File: config.mk
export PLATFORM = sky130hd
export DESIGN_NAME = access_timer
export DESIGN_NICKNAME = d
export VERILOG_FILES = /design/src/design/access_timer.sv
export SDC_FILE = /design/constraint.sdc
export NUM_CORES = 1
export LEC_CHECK = 0
export BUFFER_PORTS_ARGS = -buffer_cell sky130_fd_sc_hd__buf_2
export CORE_AREA = 2 2 39 41
export DETAILED_ROUTE_END_ITERATION = 8
export DIE_AREA = 0 0 41 43
export GPL_TIMING_DRIVEN = 0
export PLACE_DENSITY = 0.3
export SKIP_LAST_GASP = 1
export SYNTH_ARGS = -nofsm -noshare
export SYNTH_HDL_FRONTEND = slang
export SYNTH_SLANG_ARGS = --single-unit
File: constraint.sdc
create_clock -name clk -period 1.16 [get_ports clk]
set_input_delay 0.116 -clock clk [delete_from_list [all_inputs] [get_ports clk]]
set_output_delay 0.116 -clock clk [all_outputs]
set_load 0.02 [all_outputs]
File: src/design/access_timer.sv
`timescale 1ns/1ns

module access_timer #(
	parameter int unsigned WAIT_CYCLES = 2
) (
	input  logic clk,
	input  logic rst,
	input  logic start,
	output logic done
);

	// counter just wide enough for WAIT_CYCLES, at least one bit
	localparam int CW = (WAIT_CYCLES > 0) ? $clog2(WAIT_CYCLES + 1) : 1;

	// value loaded on start
	localparam logic [CW-1:0] LOAD = CW'(WAIT_CYCLES);

	logic [CW-1:0] cnt_q;
	logic          busy_q;
	logic          done_q;

	// done sits in the last cycle of the controller's WAIT state
	// so WAIT spans WAIT_CYCLES + 1 cycles from the loading edge
	always_ff @(posedge clk) begin
		if (rst) begin
			cnt_q  <= '0;
			busy_q <= 1'b0;
			done_q <= 1'b0;
		end else if (start) begin
			cnt_q  <= LOAD;
			// zero wait states means done right after the load
			busy_q <= (WAIT_CYCLES != 0);
			done_q <= (WAIT_CYCLES == 0);
		end else if (busy_q) begin
			cnt_q <= cnt_q - CW'(1);
			// last step of the countdown
			if (cnt_q == CW'(1)) begin
				busy_q <= 1'b0;
				done_q <= 1'b1;
			end else begin
				done_q <= 1'b0;
			end
		end else begin
			// single cycle pulse
			done_q <= 1'b0;
		end
	end

	assign done = done_q;

endmodule

; Yosys cells after proc, flatten, opt, wreduce, memory -nomap -nowiden
; Index checks and enable logic that the tools add are counted.
[word_totals]
out_inout_bits = 1
regBits = 4
word_cells = 16
inputBits = 3
[classes]
n_bitwise = 1
add_sub_neg = 1
eq_ne = 1
mux = 6
reduce_logical = 3
[ops]
columns = op, count
row1 = $mux W1, 4
row2 = $mux W2, 2
row3 = $reduce_or A3 Y1, 1
row4 = $eq A2 B1 Y1 const B, 1
row5 = $reduce_bool A2 Y1, 1
row6 = $reduce_or A2 Y1, 1
row7 = $sub A2 B1 Y2 const B, 1
row8 = $not A1 Y1, 1

; Logic depth before layout (Yosys ltp)
[depth]
ltp_word = 4
mapped_depth = 4
depth_no_buf = 4

; Worst setup path after synthesis
; No wires, ideal clock.
[synth_timing]
path_kind = reg-to-reg
startpoint = register cnt_q[1]
endpoint = register cnt_q[1]
arrival_ns = 0.778
path_stages_with_launch = 5
setup_slack_ns = 0.264
period_less_slack_ns = 0.896
t_required_ns = 1.042
n_path_buf = 0
setup_time_ns = 0.118
cell_sequence = dfxtp_1 -> inv_1 -> ha_1 -> mux2i_1 -> a21oi_1
[synth_between]
elab_chain_cells = 3
[synth_rtl]
columns = element, line_no
row1 = start: declaration, 18  ; logic [CW-1:0] cnt_q;
row2 = start signal: assignment, 35  ; cnt_q <= cnt_q - CW'(1);
row3 = $sub A2 B1 Y2, 35
row4 = $mux W2, 34  ; end else if (busy_q) begin
row5 = $mux W2, 29  ; end else if (start) begin
; Every way passes these cells. The select of a mux whose other input is x is not followed.
; A chain may end at the register's enable or synchronous reset.

; Worst setup path in the final report
; Ends and elaborated chain as after synthesis.

==> flow_summary.json <==
{
  "run_status": "complete, no violations",
  "cellPowerDensity_nw_per_um2": 1650,
  "insertedDiodeCount": 0,
  "critPathLaunchType": "flip-flop",
  "dr.pass1.iters": 1,
  "cts_hold_buf": 0,
  "synth_commonest_cells": "4 x dfxtp_1, 2 x a21oi_1, 2 x inv_1",
  "path_cells": "inv_1 -> ha_1 -> mux2i_1 -> a21oi_1",
  "yosysSeqAreaShare": 0.520,
  "avgViaCountPerCell": 3.14,
  "hold_viol": 0,
  "fp.dieH_um": 43,
  "dieWidth_um": 41,
  "synth-edff-count": 0,
  "cts_tree": "yes",
  "utilization": 0.153,
  "slew_headroom": 0.891,
  "overflow": 0,
  "remaining_drc_errors": 0,
  "syn_area_um2": 154,
  "final_area_um2": 211,
  "synth_area_leaders": "dfxtp_1 52%, ha_1 8.1%, a21oi_1 6.5%, mux2i_1 6.5%, nor3_2 6.5%",
  "crit_path_end_kind": "flip-flop",
  "hold-path-endpoint": "cnt_q[0]$_SDFFE_PP0P_",
  "cpPeakStageDelay_ps": 320,
  "peakVddDrop_v": 0.000244,
  "reg2regPathDepth": 4,
  "rows": 14,
  "clk_pin_slew_worst_paths_ps": 40,
  "p_leak_nw": 0.0921,
  "coreArea_um2": 1380,
  "min-delay-start": "start",
  "worstReg2RegEnd": "cnt_q[1]$_SDFFE_PP0P_",
  "postSynthAreaPerCell_um2": 10.3,
  "clock_sinks": 4,
  "cts_resized": 0,
  "power.total_uw": 348,
  "rsz0062_at_grt": "no",
  "multi_input_area_um2": 66.3,
  "crit_type": "reg2reg",
  "initial_utilization": 0.111,
  "critPathMaxFanout": 2,
  "grt_pass1_wl_um": 365,
  "ant_nets": 0,
  "vias": 116,
  "slew_viol_final": 0,
  "ys_types": 10,
  "ys_ff_latch": 4,
  "synthFlopType": "dfxtp_1",
  "insertion_delay_ps": 230,
  "fin_skew_ps": 4.18,
  "wirelength_um": 230,
  "cp.arrival_ps": 1060,
  "cts_root_buf": "clkbuf_4",
  "io_pins": 4,
  "reg2reg_slack_ps": 220,
  "dpl_cell_area_um2": 189,
  "synth_most_common_cell": "dfxtp_1",
  "max_freq_mhz": 1070,
  "nNetsFinal": 27,
  "track_usage": 0.0341,
  "yosys.area.top_type": "dfxtp_1",
  "grt_max_degree": 5,
  "async_flop_share": 0,
  "postSynthCellCount": 15,
  "dieArea_um2": 1760,
  "numCtsBuffers": 3,
  "cap_violations": 0,
  "cts_setup_buffers": 0,
  "min_path_type": "in2reg",
  "avgRoutedWirePerCell_um": 6.22,
  "holdPathStages": 2,
  "synth_top_cell_area_share": 0.520,
  "cp_slowest_cell": "dfxtp_1",
  "layout_min_cycle_time_ps": 935,
  "antenna_found_initial": 0,
  "cp.required_ps": 1280,
  "drt_iter0_markers": 0,
  "gp_congestion": 0.520,
  "grt_pass1_vias": 100,
  "register_area_um2": 80.1,
  "h-tree-depth": 1,
  "mappedNetlistNets": 19,
  "worstMarginPinSlew_ps": 163,
  "num-fill-cells": 154,
  "synth_warnings": 0,
  "min_period_over_period": 0.806,
  "finalSetupViolCount": 0,
  "drive_gt1_frac": 0.333,
  "r2r_start": "cnt_q[1]$_SDFFE_PP0P_",
  "setup_tns_ps": 0,
  "port_buffers": 3,
  "syn_to_final_growth_pct": 37.4,
  "cts.path.max_buffers": 2
}
where the power goes:
group	switching, mW	leakage (nW)	total [mW]	internal (mW)
logic	0.0122	0.0453	0.0260	0.0138
clock network	0.0546	0.0138	0.170	0.116
registers	0.00616	0.0330	0.152	0.146
critical path: cells and delay by family, from the launching register on:
| kind | cells | cell delay [ps] |
|---|---|---|
| AO/OA/AOI/OAI | 1 | 80 |
| buffers and inverters | 1 | 40 |
| flip-flops | 1 | 320 |
| adder cells (fa/ha/maj) | 1 | 260 |
| multiplexers | 1 | 130 |
sequential cells by signal, indices dropped and copies added, names as in the netlist:
register / flops
busy_q: 1
cnt_q: 2
done: 1
cell type report:
type	count	area share
clock buffer	3	0.107
inverter	2	0.0355
multi-input combinational	9	0.314
sequential	4	0.379
tap	16	0.0947
timing repair buffer	3	0.0710
kinds of logic after synthesis:
| group | Yosys count | synth area share |
|---|---|---|
| buffers and inverters | 2 | 0.0488 |
| xor gates and xnor gates | 1 | 0.0569 |
| DFF | 4 | 0.520 |
| adders and majority gates | 1 | 0.0813 |
| muxes | 1 | 0.0650 |
| AOI/OAI and AO/OA | 2 | 0.0650 |
| and+or+nand+nor | 4 | 0.163 |
layout by cell type, fill, tap and decap left out:
cell type	instances
inv_1	2
nor3_1	1
nand2_1	1
nor3_2	1
clkbuf_4	3
ha_1	1
nand2b_1	1
xnor2_1	1
dfxtp_1	4
a21oi_1	2
buf_2	3
mux2i_1	1
layer usage:
| metal | part of all wire | vias up | wire length, µm | track usage |
|---|---|---|---|---|
| met5 | 0 | - | 0 | 0 |
| met4 | 0.070 | 0 | 16 | 0.0600 |
| met3 | 0.061 | 2 | 14 | 0 |
| met2 | 0.36 | 4 | 83 | 0.0375 |
| met1 | 0.50 | 48 | 115 | 0.0418 |
| li1 | - | 62 | - | - |
worst max-delay path by stage:
stage / startpoint / to / slack [ps] / cells past startpoint
5_1_grt: cnt_q[1]$_SDFFE_PP0P_ / cnt_q[1]$_SDFFE_PP0P_ / 170 / 4
4_1_cts: cnt_q[1]$_SDFFE_PP0P_ / cnt_q[1]$_SDFFE_PP0P_ / 220 / 4
6_report: cnt_q[1]$_SDFFE_PP0P_ / cnt_q[1]$_SDFFE_PP0P_ / 220 / 4
3_5_place_dp: cnt_q[1]$_SDFFE_PP0P_ / cnt_q[1]$_SDFFE_PP0P_ / 220 / 4
3_3_place_gp: cnt_q[1]$_SDFFE_PP0P_ / cnt_q[1]$_SDFFE_PP0P_ / 240 / 4
2_1_floorplan: cnt_q[1]$_SDFFE_PP0P_ / cnt_q[1]$_SDFFE_PP0P_ / 260 / 4
stage by stage:
step	cells	worst slack [ps]	hold WS (ps)
floorplan	15	264	185
global placement	34	238	321
detailed placement	34	220	318
CTS	37	219	69.9
global route	37	167	86.5
finish	37	225	78.2
Power figures use the tool's default switching activity.
