==> src/design/mem_pkg.sv <==
package mem_pkg;

	// byte address as seen on the bus
	typedef logic [31:0] addr_t;

	// one sram word, eight bytes wide
	typedef logic [63:0] data_t;

	// one strobe bit per data byte
	typedef logic [7:0] strb_t;

	// axi response code
	typedef logic [1:0] resp_t;

	// response codes in use
	localparam resp_t RESP_OKAY   = 2'd0;
	localparam resp_t RESP_SLVERR = 2'd2;

	// write address channel payload
	typedef struct packed {
		addr_t addr;
	} aw_req_t;

	// write data channel payload
	typedef struct packed {
		data_t data;
		strb_t strb;
	} w_req_t;

	// read address channel payload
	typedef struct packed {
		addr_t addr;
	} ar_req_t;

	// read data channel payload
	typedef struct packed {
		data_t data;
		resp_t resp;
	} r_rsp_t;

	// write response channel payload
	typedef struct packed {
		resp_t resp;
	} b_rsp_t;

	// controller command to the storage array
	// index is a word index, not a byte address
	typedef struct packed {
		logic  en;
		logic  we;
		addr_t index;
		data_t data;
		strb_t strb;
	} mem_req_t;

	// controller states
	typedef enum logic [2:0] {
		IDLE,
		WAIT,
		ACCESS,
		RESP_R,
		RESP_B
	} ctrl_state_t;

endpackage

==> src/design/axi_sram_fsm.sv <==
`timescale 1ns/1ns

module axi_sram_fsm import mem_pkg::*; #(
	parameter int unsigned DEPTH = 256
) (
	input  logic     clk,
	input  logic     rst,

	// read address channel
	input  logic     ar_valid,
	input  ar_req_t  ar,
	output logic     ar_ready,

	// write address and data channels, accepted together
	input  logic     aw_valid,
	input  aw_req_t  aw,
	output logic     aw_ready,
	input  logic     w_valid,
	input  w_req_t   w,
	output logic     w_ready,

	// read data channel
	output logic     r_valid,
	output r_rsp_t   r,
	input  logic     r_ready,

	// write response channel
	output logic     b_valid,
	output b_rsp_t   b,
	input  logic     b_ready,

	// wait state timer
	output logic     timer_start,
	input  logic     timer_done,

	// storage array
	output mem_req_t mem_req,
	input  data_t    mem_rdata
);

	// array size as a word index, for the range check
	localparam addr_t LIMIT = addr_t'(DEPTH);

	ctrl_state_t state_q;
	ctrl_state_t state_d;

	// handshakes in IDLE
	logic  rd_acc;
	logic  wr_acc;
	logic  wr_ready;

	// word index of the incoming request
	addr_t idx_in;

	// latched request, payload part
	addr_t idx_q;
	data_t wdata_q;
	strb_t wstrb_q;

	// latched request, control part
	logic  is_rd_q;
	logic  hit_q;
	resp_t resp_q;

	// reads take priority, so a write waits while arvalid is high
	assign ar_ready = (state_q == IDLE);
	assign wr_ready = (state_q == IDLE) && !ar_valid && aw_valid && w_valid;
	assign aw_ready = wr_ready;
	assign w_ready  = wr_ready;

	assign rd_acc = ar_valid && ar_ready;
	assign wr_acc = aw_valid && aw_ready && w_valid && w_ready;

	// timer loads on the accepting edge
	assign timer_start = rd_acc || wr_acc;

	// low three address bits select a byte and are dropped
	assign idx_in = rd_acc ? (ar.addr >> 3) : (aw.addr >> 3);

	// next state
	always_comb begin
		state_d = state_q;
		unique case (state_q)
			IDLE: begin
				if (rd_acc || wr_acc) begin
					state_d = WAIT;
				end
			end
			WAIT: begin
				// wait states still running
				if (timer_done) begin
					state_d = ACCESS;
				end
			end
			ACCESS: begin
				// single cycle, array request goes out here
				state_d = is_rd_q ? RESP_R : RESP_B;
			end
			RESP_R: begin
				// hold until the master takes the read data
				if (r_ready) begin
					state_d = IDLE;
				end
			end
			RESP_B: begin
				// hold until the master takes the write response
				if (b_ready) begin
					state_d = IDLE;
				end
			end
			default: begin
				state_d = IDLE;
			end
		endcase
	end

	// state and control registers
	always_ff @(posedge clk) begin
		if (rst) begin
			state_q <= IDLE;
			is_rd_q <= 1'b0;
			hit_q   <= 1'b0;
			resp_q  <= RESP_OKAY;
		end else begin
			state_q <= state_d;
			if (rd_acc || wr_acc) begin
				is_rd_q <= rd_acc;
				hit_q   <= (idx_in < LIMIT);
			end
			// response code fixed when the access is done
			if (state_q == ACCESS) begin
				resp_q <= hit_q ? RESP_OKAY : RESP_SLVERR;
			end
		end
	end

	// request payload, captured at acceptance
	always_ff @(posedge clk) begin
		if (rd_acc || wr_acc) begin
			idx_q   <= idx_in;
			wdata_q <= w.data;
			wstrb_q <= w.strb;
		end
	end

	// array command, only in ACCESS and only when in range
	always_comb begin
		mem_req.en    = (state_q == ACCESS) && hit_q;
		mem_req.we    = !is_rd_q;
		mem_req.index = idx_q;
		mem_req.data  = wdata_q;
		mem_req.strb  = wstrb_q;
	end

	// valids decode straight from the state register
	assign r_valid = (state_q == RESP_R);
	assign b_valid = (state_q == RESP_B);

	// read data comes from the array output register
	// which holds its word since no new request goes out before IDLE
	// out-of-range reads return zero
	assign r.data = hit_q ? mem_rdata : '0;
	assign r.resp = resp_q;
	assign b.resp = resp_q;

endmodule

==> config.mk <==
export PLATFORM = sky130hd
export DESIGN_NAME = axi_sram_fsm
export DESIGN_NICKNAME = d
export VERILOG_FILES = /design/src/design/mem_pkg.sv /design/src/design/axi_sram_fsm.sv
export SDC_FILE = /design/constraint.sdc
export NUM_CORES = 1
export LEC_CHECK = 0
export BUFFER_PORTS_ARGS = -buffer_cell sky130_fd_sc_hd__buf_2
export CORE_AREA = 3 3 148 150
export DETAILED_ROUTE_END_ITERATION = 8
export DIE_AREA = 0 0 151 153
export SETUP_SLACK_MARGIN = 0.02
export SLEW_MARGIN = 10
export SYNTH_ARGS = -nofsm -noshare
export SYNTH_HDL_FRONTEND = slang
export SYNTH_SLANG_ARGS = --single-unit
==> constraint.sdc <==
create_clock -name clk -period 6.5 [get_ports clk]
set_clock_uncertainty 0.2 [all_clocks]
set_input_delay 0.325 -clock clk [delete_from_list [all_inputs] [get_ports clk]]
set_output_delay 0.325 -clock clk [all_outputs]
set_load 0.02 [all_outputs]
**After elaboration in Yosys (flattened, before gate mapping)**

Cells that the tools add are included.

- Magnitude comparators: 1
- Equal/unequal tests: 8
- Muxes and demuxes: 9
- Reductions and logical operators: 13

Operators by type and width:

| operator | count |
|---|---|
| 64-bit 2-to-1 mux | 1 |
| 29-bit by 9-bit < comparator with 1-bit output (second input constant) | 1 |
| 29-bit 2-to-1 mux | 1 |
| 3-bit 2-to-1 mux | 5 |
| 3-bit one-hot mux with 5 select lines | 1 |
| 1-bit logical AND | 8 |
| 3-bit by 2-bit equality test with 1-bit output (second input constant) | 2 |
| 2-bit by 1-bit != test with 1-bit output (second input constant) | 3 |
| 4-bit AND reduction | 1 |
| 3-bit by 1-bit equality test with 1-bit output (second input constant) | 1 |
| 3-bit equality test (second input constant) | 1 |
| 3-bit zero test | 1 |
| 1-bit zero test | 2 |
| 2-bit 2-to-1 mux | 1 |
| 2-bit != test (second input constant) | 1 |
| 1-bit logical OR | 1 |

- Bits in registers: 111
- Input port bits: 208
- Output and inout port bits: 180
- Logic and storage cells: 38

**Longest topological paths before layout**

Gate-level depths: netlist of the first run.

- Depth in word-level cells: 10
- Mapped depth: 6
- Depth with buffers taken out: 5

**Worst setup path after synthesis of the first run**

No wires, ideal clock.

- Kind: register to register
- Start: reg state_q[2]
- End: reg idx_q[0] (enable)
- Setup time: 0.573 ns
- Arrival time: 5.316 ns
- Data required time: 5.727 ns
- Path slack: 0.411 ns
- Cell stages (with the launch flop): 4
- Path buffers: 1
- Period minus slack after synthesis: 6.089 ns
- Cell sequence: dfxtp_1 -> buf_6 -> or3_4 -> nor2_1

- Word-level cells in the longest chain between the ends: 8
- Elaborated cells between the ends (all ways): 9
- Classes of those cells: reduce/logical: 9

Ends and longest elaborated chain:

| what | RTL line | text |
|---|---|---|
| start, declared | axi_sram_fsm.sv:44 | `ctrl_state_t state_q;` |
| start signal, assigned | axi_sram_fsm.sv:125 | `state_q <= state_d;` |
| 3-bit zero test * | axi_sram_fsm.sv:66, axi_sram_fsm.sv:67 |  |
| 1-bit logical AND (3 in series) | axi_sram_fsm.sv:67 | `assign wr_ready = (state_q == IDLE) && !ar_valid && aw_valid && w_valid;` |
| 1-bit logical AND (3 in series) | axi_sram_fsm.sv:72 | `assign wr_acc = aw_valid && aw_ready && w_valid && w_ready;` |
| 1-bit logical OR * | -- |  |
| named net timer_start | axi_sram_fsm.sv:33 | `output logic timer_start,` |
| end signal, assigned | axi_sram_fsm.sv:140 | `idx_q <= idx_in;` |
| end, declared | axi_sram_fsm.sv:56 | `addr_t idx_q;` |

Mark *: on every way through the listed nets, which the timed path passes. The rest lies on a longest branch.
A chain may end at the register's enable or synchronous reset.

**Worst setup path after layout of the first run**

- Start: reg state_q[2]
- End: out timer_start

- Word-level cells in the longest chain between the ends: 8
- Elaborated cells between the ends (all ways): 9
- Classes of those cells: reduce/logical: 9

Ends and longest elaborated chain:

| what | RTL line | text |
|---|---|---|
| 3-bit zero test * | axi_sram_fsm.sv:66, axi_sram_fsm.sv:67 |  |
| 1-bit logical AND (3 in series) | axi_sram_fsm.sv:67 |  |
| 1-bit logical AND (3 in series) | axi_sram_fsm.sv:72 |  |
| 1-bit logical OR * | axi_sram_fsm.sv:75 | `assign timer_start = rd_acc \|\| wr_acc;` |
| end, declared | axi_sram_fsm.sv:33 |  |

Mark *: on every way between the ends. The rest lies on a longest branch, timed or not.

==> flow_summary_export.csv, run 1 <==
group,metric,value,unit
status,outcome,"finished, final reports clean",
worst_setup_path,crit_chain,"or3_4, nor2_4, buf_4, buf_2",
cells_and_area,final_nets,946,
synthesis,ys_ff_latch,107,
worst_setup_path,max_stage_delay,0.64,ns
synthesis,yosysWarnings,0,
worst_setup_path,required,5.97,ns
worst_setup_path,critical_path.slowest_cell,"nor2_4",
clocking,h-tree-depth,3,
run,maxCapViolations,0,
place,dp_hpwl,14200,microns
drt,dr.max_layer_used,"met4",
pwr,powerDensity,236,mW/mm^2
pwr,finalPower,1.78,mW
drt,first_pass_iters,4,
cells_and_area,seqCellArea,0.00315,sq mm
global_routing,grtUsageTotal,14.1,%
floorplanning,start_util,20.8,%
clocking,cts_tree,"built",
synthesis,syn_area,0.00434,sq mm
timing,max_slew_margin,45.1,%
synthesis,yosysMostFrequentCell,"edfxtp_1",
clocking,cts.root.buffer_cell,"clkbuf_16",
global_routing,first_global_vias,4191,
synthesis,yosysTopAreaCellShare,70.0,%
global_routing,grt_max_degree,67,
hold_path,min_path_type,"input port to register",
synthesis,synth-edff-count,101,
clocking,cts.sinks,107,
synthesis,yosys-top-cells-area,"edfxtp_1, and2_1, mux2_2",
timing,hold_violations,0,
synthesis,syn_inst,290,
floorplanning,die_y,153,microns
global_routing,grt_pass1_wl,23900,microns
drt,vias,4009,
pwr,clockPowerShare,30.4,%
floorplanning,die-area,0.0231,sq mm
place,pre_cts_ws,3.64,ns
cells_and_area,post-route-cell-area,0.00752,sq mm
place,dpl_cell_area,0.00650,sq mm
timing,setup_violations,0,
drt,drc,0,
pwr,switching_share,28.5,%
timing,slew_viol_final,0,
floorplanning,die_w,151,microns
worst_setup_path,worstPathArrival,2.63,ns
cells_and_area,area_delta_synth_final,73.4,%
cells_and_area,final_cells,1019,
timing,clock.fmax,317,MHz
floorplanning,pin_count,388,
timing,fin_hold_ws,0.0377,ns
synthesis,netlist_top_cells_count,"edfxtp_1, and2_1, nand2_1, mux2_2, nor4_1",
clocking,ctsResizeCount,0,
pwr,combPwrFrac,20.6,%
pwr,power.switching,0.507,mW
drt,wl_met2,9760,microns
drt,drt_iter0_drc,91,
synthesis,seq_area_frac_synth,72.7,%
worst_setup_path,endpoint_kind,"output port",
clocking,cts_hold_buf,72,
clocking,cts_setup_buffers,0,
pwr,p_leak,3.54,nW
pwr,p_seq_share,49.0,%
synthesis,synthArstFlopShare,0,%
synthesis,syn_area_per_cell,14.9,sq um
cells_and_area,multi_input_area,0.00107,sq mm
drt,wl_met3,1770,microns
synthesis,synth.largest_area_cell,"edfxtp_1",
timing,period_needed,3.15,ns
timing,rsz0062_at_grt,"no",
drt,routedWlPerCell,17.0,microns
worst_setup_path,critPathTopFamily,"simple AND/OR/NAND/NOR gates",
pwr,irDropWorstVdd,0.117,mV
clocking,cts_buffers,9,
timing,tns,0,ns
timing,finalCritPeriodShare,48.5,%
drt,final_antenna_net_count,0,
drt,wl_met1,5490,microns
worst_setup_path,crit_fanout,32,
worst_setup_path,start_kind,"register",
pwr,internal_power,1.27,mW
place,port_buffers,376,
worst_setup_path,path_buf_inv,2,
cells_and_area,fillCellCount,2056,
floorplanning,fp-row-count,53,
floorplanning,core,0.0208,sq mm
clocking,clkLatencyLatePin,0.35,ns
timing,postLayoutSetupSlackWorst,3.35,ns
clocking,clkTransAtPathRegs,0.08,ns
cells_and_area,utilization,36.1,%
place,place_inst,930,
synthesis,ys.flop_type,"edfxtp_1",
place,gp_congestion,0.872,
drt,viasPerCell,3.93,
cells_and_area,drive_gt1_share,56.8,%
global_routing,gr-total-overflow,0,
clocking,clock_path_buffers,2,
timing,tightest_slew,0.820,ns
worst_setup_path,path_class,"register to output port",
drt,wl,17300,microns
synthesis,synthDistinctLibCells,30,
global_routing,antenna_found_initial,3,
-- layout make-up --
cell class	count	share of cell area, %
well taps	275	4.58
clock buffers	9	3.00
clock inverters	7	0.949
repair buffers	452	35.0
inverters	4	0.200
multi-input cells	164	14.3
diodes	1	0.0333
flip-flops and latches	107	41.9
-- worst reg2reg max path, stage by stage (launching register included) --
cell and delay (ns):
dfxtp_1 0.41, or3_4 0.47, nor2_4 0.65, buf_4 0.65
-- state kept, by name, summed over array words and instances (netlist names) --
signal   cells
wdata_q     64
idx_q       29
wstrb_q      8
state_q      3
b            1
hit_q        1
is_rd_q      1
-- path summary, 6_finish.rpt --
check	start	end	slack, ns	cells after the start
hold reg to reg	is_rd_q	is_rd_q	0.33	2
hold / removal	ar[3]	idx_q[0]	0.04	3
setup reg to reg	state_q[2]	idx_q[12]	3.74	3
setup / recovery	state_q[2]	timer_start	3.35	4
-- power by group through the flow --
stage / logic (mW) / clock network, mW / registers (mW)
floorplan: 0.0858 / 0 / 0.991
global placement: 0.337 / 0 / 0.885
detailed placement: 0.339 / 0 / 0.887
CTS: 0.375 / 0.561 / 0.871
global route: 0.397 / 0.594 / 0.878
finish: 0.366 / 0.540 / 0.871
-- cells in the final DEF, fill, tap and decap left out, types with 5 or more instances in the layout --
master,instances
mux2_2,21
nand2_1,30
buf_2,376
conb_1,5
nor4_1,9
and2_1,65
clkbuf_16,9
dlygate4sd3_1,72
edfxtp_1,101
nor2_1,6
dfxtp_1,6
-- per-layer routing --
layer,vias to the layer above,GRT usage [%]
met5,-,0
met3,15,4.95
met2,238,28.8
met4,0,3.71
met1,1831,12.7
li1,1925,-
-- logic make-up after synthesis --
logic type      Yosys count  synth area share [%]
flops                   107                  72.7
buf+inv                  23                  3.03
compound gates           12                  1.82
mux                      23                  5.92
other cells               1                0.0865
simple gates            124                  16.4
Note: power is estimated with default switching activity, not from simulation.
==> run 2, diff against run 1 <==
==> constraint.sdc (replaced) <==
create_clock -name clk -period 3.16 [get_ports clk]
set_clock_uncertainty 0.2 [all_clocks]
set_input_delay 0.158 -clock clk [delete_from_list [all_inputs] [get_ports clk]]
set_output_delay 0.158 -clock clk [all_outputs]
set_load 0.02 [all_outputs]
==> flow_summary_export.csv, run 2 (synthesis gave the netlist of run 1 again) <==
group,metric,value,unit
cells_and_area,seqCellArea,0.00315,sq mm
clocking,cts.sinks,107,
global_routing,grt_max_degree,76,
drt,drt_iter0_drc,111,
floorplanning,die-area,0.0231,sq mm
worst_setup_path,r2r-start,"state_q[2]",
timing,hold_violations,0,
place,place_inst,930,
global_routing,first_global_vias,4500,
floorplanning,pin_count,388,
hold_path,whs_path_depth,4,
global_routing,grt_pass1_wl,24100,microns
floorplanning,die_y,153,microns
drt,routedWlPerCell,15.7,microns
cells_and_area,largest_register_ffs,64,
timing,period_needed,2.58,ns
cells_and_area,reg_top3,"wdata_q (64), idx_q (29), wstrb_q (8)",
hold_path,min_path_type,"input port to register",
cells_and_area,final_cells,1081,
drt,first_pass_iters,4,
clocking,h-tree-depth,3,
clocking,cts.root.buffer_cell,"clkbuf_16",
cells_and_area,fillCellCount,2049,
status,outcome,"finished, final reports clean",
worst_setup_path,worstRegToRegCells,4,
worst_setup_path,path_class,"register to register",
pwr,powerDensity,458,mW/mm^2
place,port_buffers,376,
drt,vias,4255,
clocking,cts_setup_buffers,0,
worst_setup_path,crit_chain,"nor4b_4, buf_4, mux2_2, dlygate4sd3_1",
worst_setup_path,max_stage_delay,0.57,ns
worst_setup_path,reg2reg_to,"idx_q[26]",
floorplanning,start_util,20.8,%
cells_and_area,post-route-cell-area,0.00815,sq mm
worst_setup_path,endpoint_kind,"register",
timing,postLayoutSetupSlackWorst,0.581,ns
worst_setup_path,crit_fanout,32,
global_routing,antenna_found_initial,2,
cells_and_area,final_nets,1009,
timing,max_slew_margin,44.2,%
cells_and_area,regMostFlops,"wdata_q",
cells_and_area,utilization,39.2,%
cells_and_area,mostFrequentLayoutCell,"buf_2",
worst_setup_path,critical_path.slowest_cell,"dlygate4sd3_1",
global_routing,gr-total-overflow,0,
pwr,p_leak,3.82,nW
timing,tightest_slew,0.829,ns
timing,setup_violations,0,
worst_setup_path,start_kind,"register",
place,pre_cts_ws,1.15,ns
hold_path,worstHoldStart,"w_valid",
hold_path,holdPathEnd,"is_rd_q",
place,gp_congestion,0.737,
timing,tns,0,ns
drt,viasPerCell,3.94,
floorplanning,fp-row-count,53,
cells_and_area,antennaDiodeCount,0,
drt,final_antenna_net_count,0,
place,dpl_cell_area,0.00651,sq mm
drt,drc,0,
cells_and_area,area_delta_synth_final,88.1,%
cells_and_area,multi_input_area,0.00107,sq mm
clocking,cts_tree,"built",
timing,fin_hold_ws,0.0605,ns
worst_setup_path,worstPathArrival,2.47,ns
timing,clock.fmax,388,MHz
cells_and_area,drive_gt1_share,52.5,%
worst_setup_path,required,3.05,ns
pwr,irDropWorstVdd,0.185,mV
timing,slew_viol_final,0,
run,maxCapViolations,0,
clocking,clkLatencyLatePin,0.34,ns
floorplanning,die_w,151,microns
pwr,finalPower,3.74,mW
floorplanning,core,0.0208,sq mm
timing,finalCritPeriodShare,81.6,%
clocking,cts_buffers,9,
clocking,clkTransAtPathRegs,0.08,ns
worst_setup_path,rrSetupSlack,0.58,ns
timing,rsz0062_at_grt,"no",
global_routing,grtUsageTotal,13.8,%
cells_and_area,layout_common_cells,"buf_2, dlygate4sd3_1, edfxtp_1",
clocking,clock_path_buffers,2,
place,dp_hpwl,13100,microns
drt,wl,17000,microns
-- run 2: metal layers --
metal	track usage (%)	share of wire [%]	vias up
li1	-	-	2055
met5	0	0.20	-
met3	5.28	11	15
met4	3.50	1.2	4
met2	27.5	55	243
met1	12.8	33	1938
-- run 2: final cells by class --
| type | instances | area share [%] |
|---|---|---|
| Inverter | 4 | 0.184 |
| Multi-Input combinational cell | 164 | 13.2 |
| Tap cell | 275 | 4.22 |
| Sequential cell | 107 | 38.7 |
| Timing Repair Buffer | 515 | 40.2 |
| Clock buffer | 9 | 2.76 |
| Clock inverter | 7 | 0.813 |
-- run 2: report_power, final --
group / total (mW) / internal (mW) / switching (mW)
registers: 1.80 / 1.75 / 0.0478
clock network: 1.08 / 0.555 / 0.530
logic: 0.855 / 0.386 / 0.468
total: 3.74 / 2.69 / 1.05
-- run 2: worst max-delay path, delay by kind of cell (launching register included) --
kind / cells / cell delay, ns
muxes: 1 / 0.40
DFF: 1 / 0.41
and+or+nand+nor: 1 / 0.29
buffers and inverters: 2 / 1.01
-- run 2: timing repair --
| action | CTS | global route |
|---|---|---|
| hold buffers | 135 | 0 |
| endpoints found under the hold margin | 107 | 0 |
| resized for setup | 0 | 0 |
-- run 2: how the worst max path moves through the flow --
stage                from          end  slack (ns)  depth (start not counted)
3_5_place_dp   state_q[2]  timer_start        1.15                          4
2_1_floorplan  state_q[2]     idx_q[0]        0.09                          3
5_1_grt        state_q[2]        hit_q        0.49                          6
3_3_place_gp   state_q[2]  timer_start        1.15                          4
6_report       state_q[2]    idx_q[26]        0.58                          4
4_1_cts        state_q[2]    idx_q[10]        0.60                          4
==> run 3, diff against run 2 <==
--- a/config.mk
+++ b/config.mk
@@ -6,9 +6,9 @@
 export NUM_CORES = 1
 export LEC_CHECK = 0
 export BUFFER_PORTS_ARGS = -buffer_cell sky130_fd_sc_hd__buf_2
-export CORE_AREA = 3 3 148 150
+export CORE_AREA = 3 3 152 154
 export DETAILED_ROUTE_END_ITERATION = 8
-export DIE_AREA = 0 0 151 153
+export DIE_AREA = 0 0 155 157
 export SETUP_SLACK_MARGIN = 0.02
 export SLEW_MARGIN = 10
 export SYNTH_ARGS = -nofsm -noshare
==> constraint.sdc (replaced) <==
create_clock -name clk -period 2.1 [get_ports clk]
set_clock_uncertainty 0.2 [all_clocks]
set_input_delay 0.105 -clock clk [delete_from_list [all_inputs] [get_ports clk]]
set_output_delay 0.105 -clock clk [all_outputs]
set_load 0.02 [all_outputs]
==> flow_summary_export.csv, run 3 (synthesis gave the netlist of run 1 again) <==
group,metric,value,unit
place,place_inst,937,
cells_and_area,drive_gt1_share,53.0,%
global_routing,gr-total-overflow,0,
cells_and_area,final_cells,1096,
timing,hold_violations,0,
status,outcome,"finished, final reports clean",
cells_and_area,layout_common_cells,"buf_2, dlygate4sd3_1, edfxtp_1",
timing,max_slew_margin,58.4,%
hold_path,worstHoldStart,"w[4]",
clocking,cts.root.buffer_cell,"clkbuf_16",
pwr,power.switching,1.72,mW
drt,wl,19400,microns
worst_setup_path,path_class,"register to output port",
cells_and_area,multi_input_area,0.00107,sq mm
pwr,p_leak,3.90,nW
floorplanning,core,0.0218,sq mm
place,dpl_cell_area,0.00656,sq mm
worst_setup_path,required,1.79,ns
timing,fin_hold_ws,0.247,ns
clocking,clock_path_buffers,2,
floorplanning,start_util,19.9,%
floorplanning,pin_count,388,
timing,slew_viol_final,0,
cells_and_area,utilization,38.2,%
global_routing,grt_max_degree,56,
hold_path,min_path_type,"input port to register",
floorplanning,die-area,0.0243,sq mm
timing,period_needed,1.97,ns
timing,clock.fmax,506,MHz
floorplanning,die_y,157,microns
clocking,clkTransAtPathRegs,0.09,ns
run,maxCapViolations,0,
clocking,cts_tree,"built",
worst_setup_path,endpoint_kind,"output port",
worst_setup_path,crit_fanout,12,
cells_and_area,regMostFlops,"wdata_q",
place,port_buffers,376,
global_routing,grtUsageTotal,14.9,%
clocking,h-tree-depth,3,
drt,routedWlPerCell,17.7,microns
cells_and_area,reg_top3,"wdata_q (64), idx_q (29), wstrb_q (8)",
clocking,clkLatencyLatePin,0.35,ns
floorplanning,die_w,155,microns
pwr,powerDensity,700,mW/mm^2
timing,finalCritPeriodShare,94.0,%
drt,final_antenna_net_count,0,
timing,rsz0062_at_grt,"yes",
pwr,internal_power,4.11,mW
place,gp_congestion,0.792,
cells_and_area,largest_register_ffs,64,
global_routing,antenna_found_initial,1,
pwr,irDropWorstVdd,0.344,mV
cells_and_area,mostFrequentLayoutCell,"buf_2",
floorplanning,fp-row-count,54,
drt,vias,4322,
drt,drt_iter0_drc,131,
worst_setup_path,r2r-start,"state_q[2]",
worst_setup_path,startpoint,"state_q[2]",
timing,setup_violations,0,
global_routing,grt_pass1_wl,26700,microns
timing,tightest_slew,0.618,ns
worst_setup_path,worstPathArrival,1.67,ns
timing,postLayoutSetupSlackWorst,0.125,ns
worst_setup_path,start_kind,"register",
clocking,cts.sinks,107,
cells_and_area,seqCellArea,0.00316,sq mm
place,pre_cts_ws,0.207,ns
clocking,cts_buffers,9,
cells_and_area,post-route-cell-area,0.00834,sq mm
drt,first_pass_iters,4,
pwr,combPwrFrac,22.8,%
global_routing,first_global_vias,4553,
cells_and_area,fillCellCount,2076,
pwr,switching_share,29.5,%
drt,drc,0,
pwr,p_seq_share,46.4,%
place,dp_hpwl,14600,microns
cells_and_area,area_delta_synth_final,92.3,%
pwr,clockPowerShare,30.8,%
cells_and_area,final_nets,1018,
drt,viasPerCell,3.94,
## run 3: cell types whose count changed in the layout (fill, tap and decap cells not counted), moves of 2 or more
cell	previous run	this run
dlygate4sd3_1	135	138
buf_12	1	3
inv_6	3	1
buf_4	3	5
dfxtp_1	5	3
inv_12	0	2
dfxtp_2	1	3
## run 3: cell type report
class,instances,share of cell area (%)
clock inverters,7,1.16
diodes,1,0.0300
multi-input cells,164,12.9
clock buffers,9,2.70
inverters,4,0.180
repair buffers,524,41.0
flip-flops and latches,107,37.9
well taps,280,4.20
## run 3: per-stage QoR
step           total power [mW]  setup TNS [ns]
6_report                   5.83               0
4_1_cts                    5.91               0
2_1_floorplan              3.31          -96.74
3_3_place_gp               3.82               0
3_5_place_dp               3.83               0
5_1_grt                    6.10               0
## run 3: power groups by stage
stage / combinational, mW / sequential, mW / clock (mW)
after global routing: 1.42 / 2.73 / 1.95
after global placement: 1.07 / 2.75 / 0
after floorplan: 0.270 / 3.04 / 0
after CTS: 1.32 / 2.71 / 1.89
after detailed placement: 1.07 / 2.75 / 0
final: 1.33 / 2.71 / 1.79
## run 3: worst paths after layout
kind / slack (ns) / end / cells past startpoint
max: 0.13 / timer_start / 4
min: 0.25 / wstrb_q[4] / 2
max reg2reg: 0.14 / idx_q[0] / 4
min reg2reg: 0.32 / is_rd_q / 2
## run 3: critical path, stage by stage (launching register included)
cell and delay (ns):
dfxtp_2 0.38, or3_4 0.45, nor2_4 0.14, buf_12 0.16, buf_2 0.18
## run 3: timing repair
item,4_1_cts,5_1_grt
buffers inserted,1,1
gates cloned,1,1
pin swaps,1,1
setup endpoints to repair,1,2
hold endpoints to repair,107,0
hold buffers,138,0
resized for setup,2,1
## run 3: per-layer routing
layer | vias up | track usage, % | share of wire [%]
met2 | 273 | 28.6 | 52
met3 | 36 | 4.78 | 9.0
li1 | 2073 | - | -
met5 | - | 0 | 0
met4 | 0 | 7.95 | 5.3
met1 | 1940 | 13.9 | 34
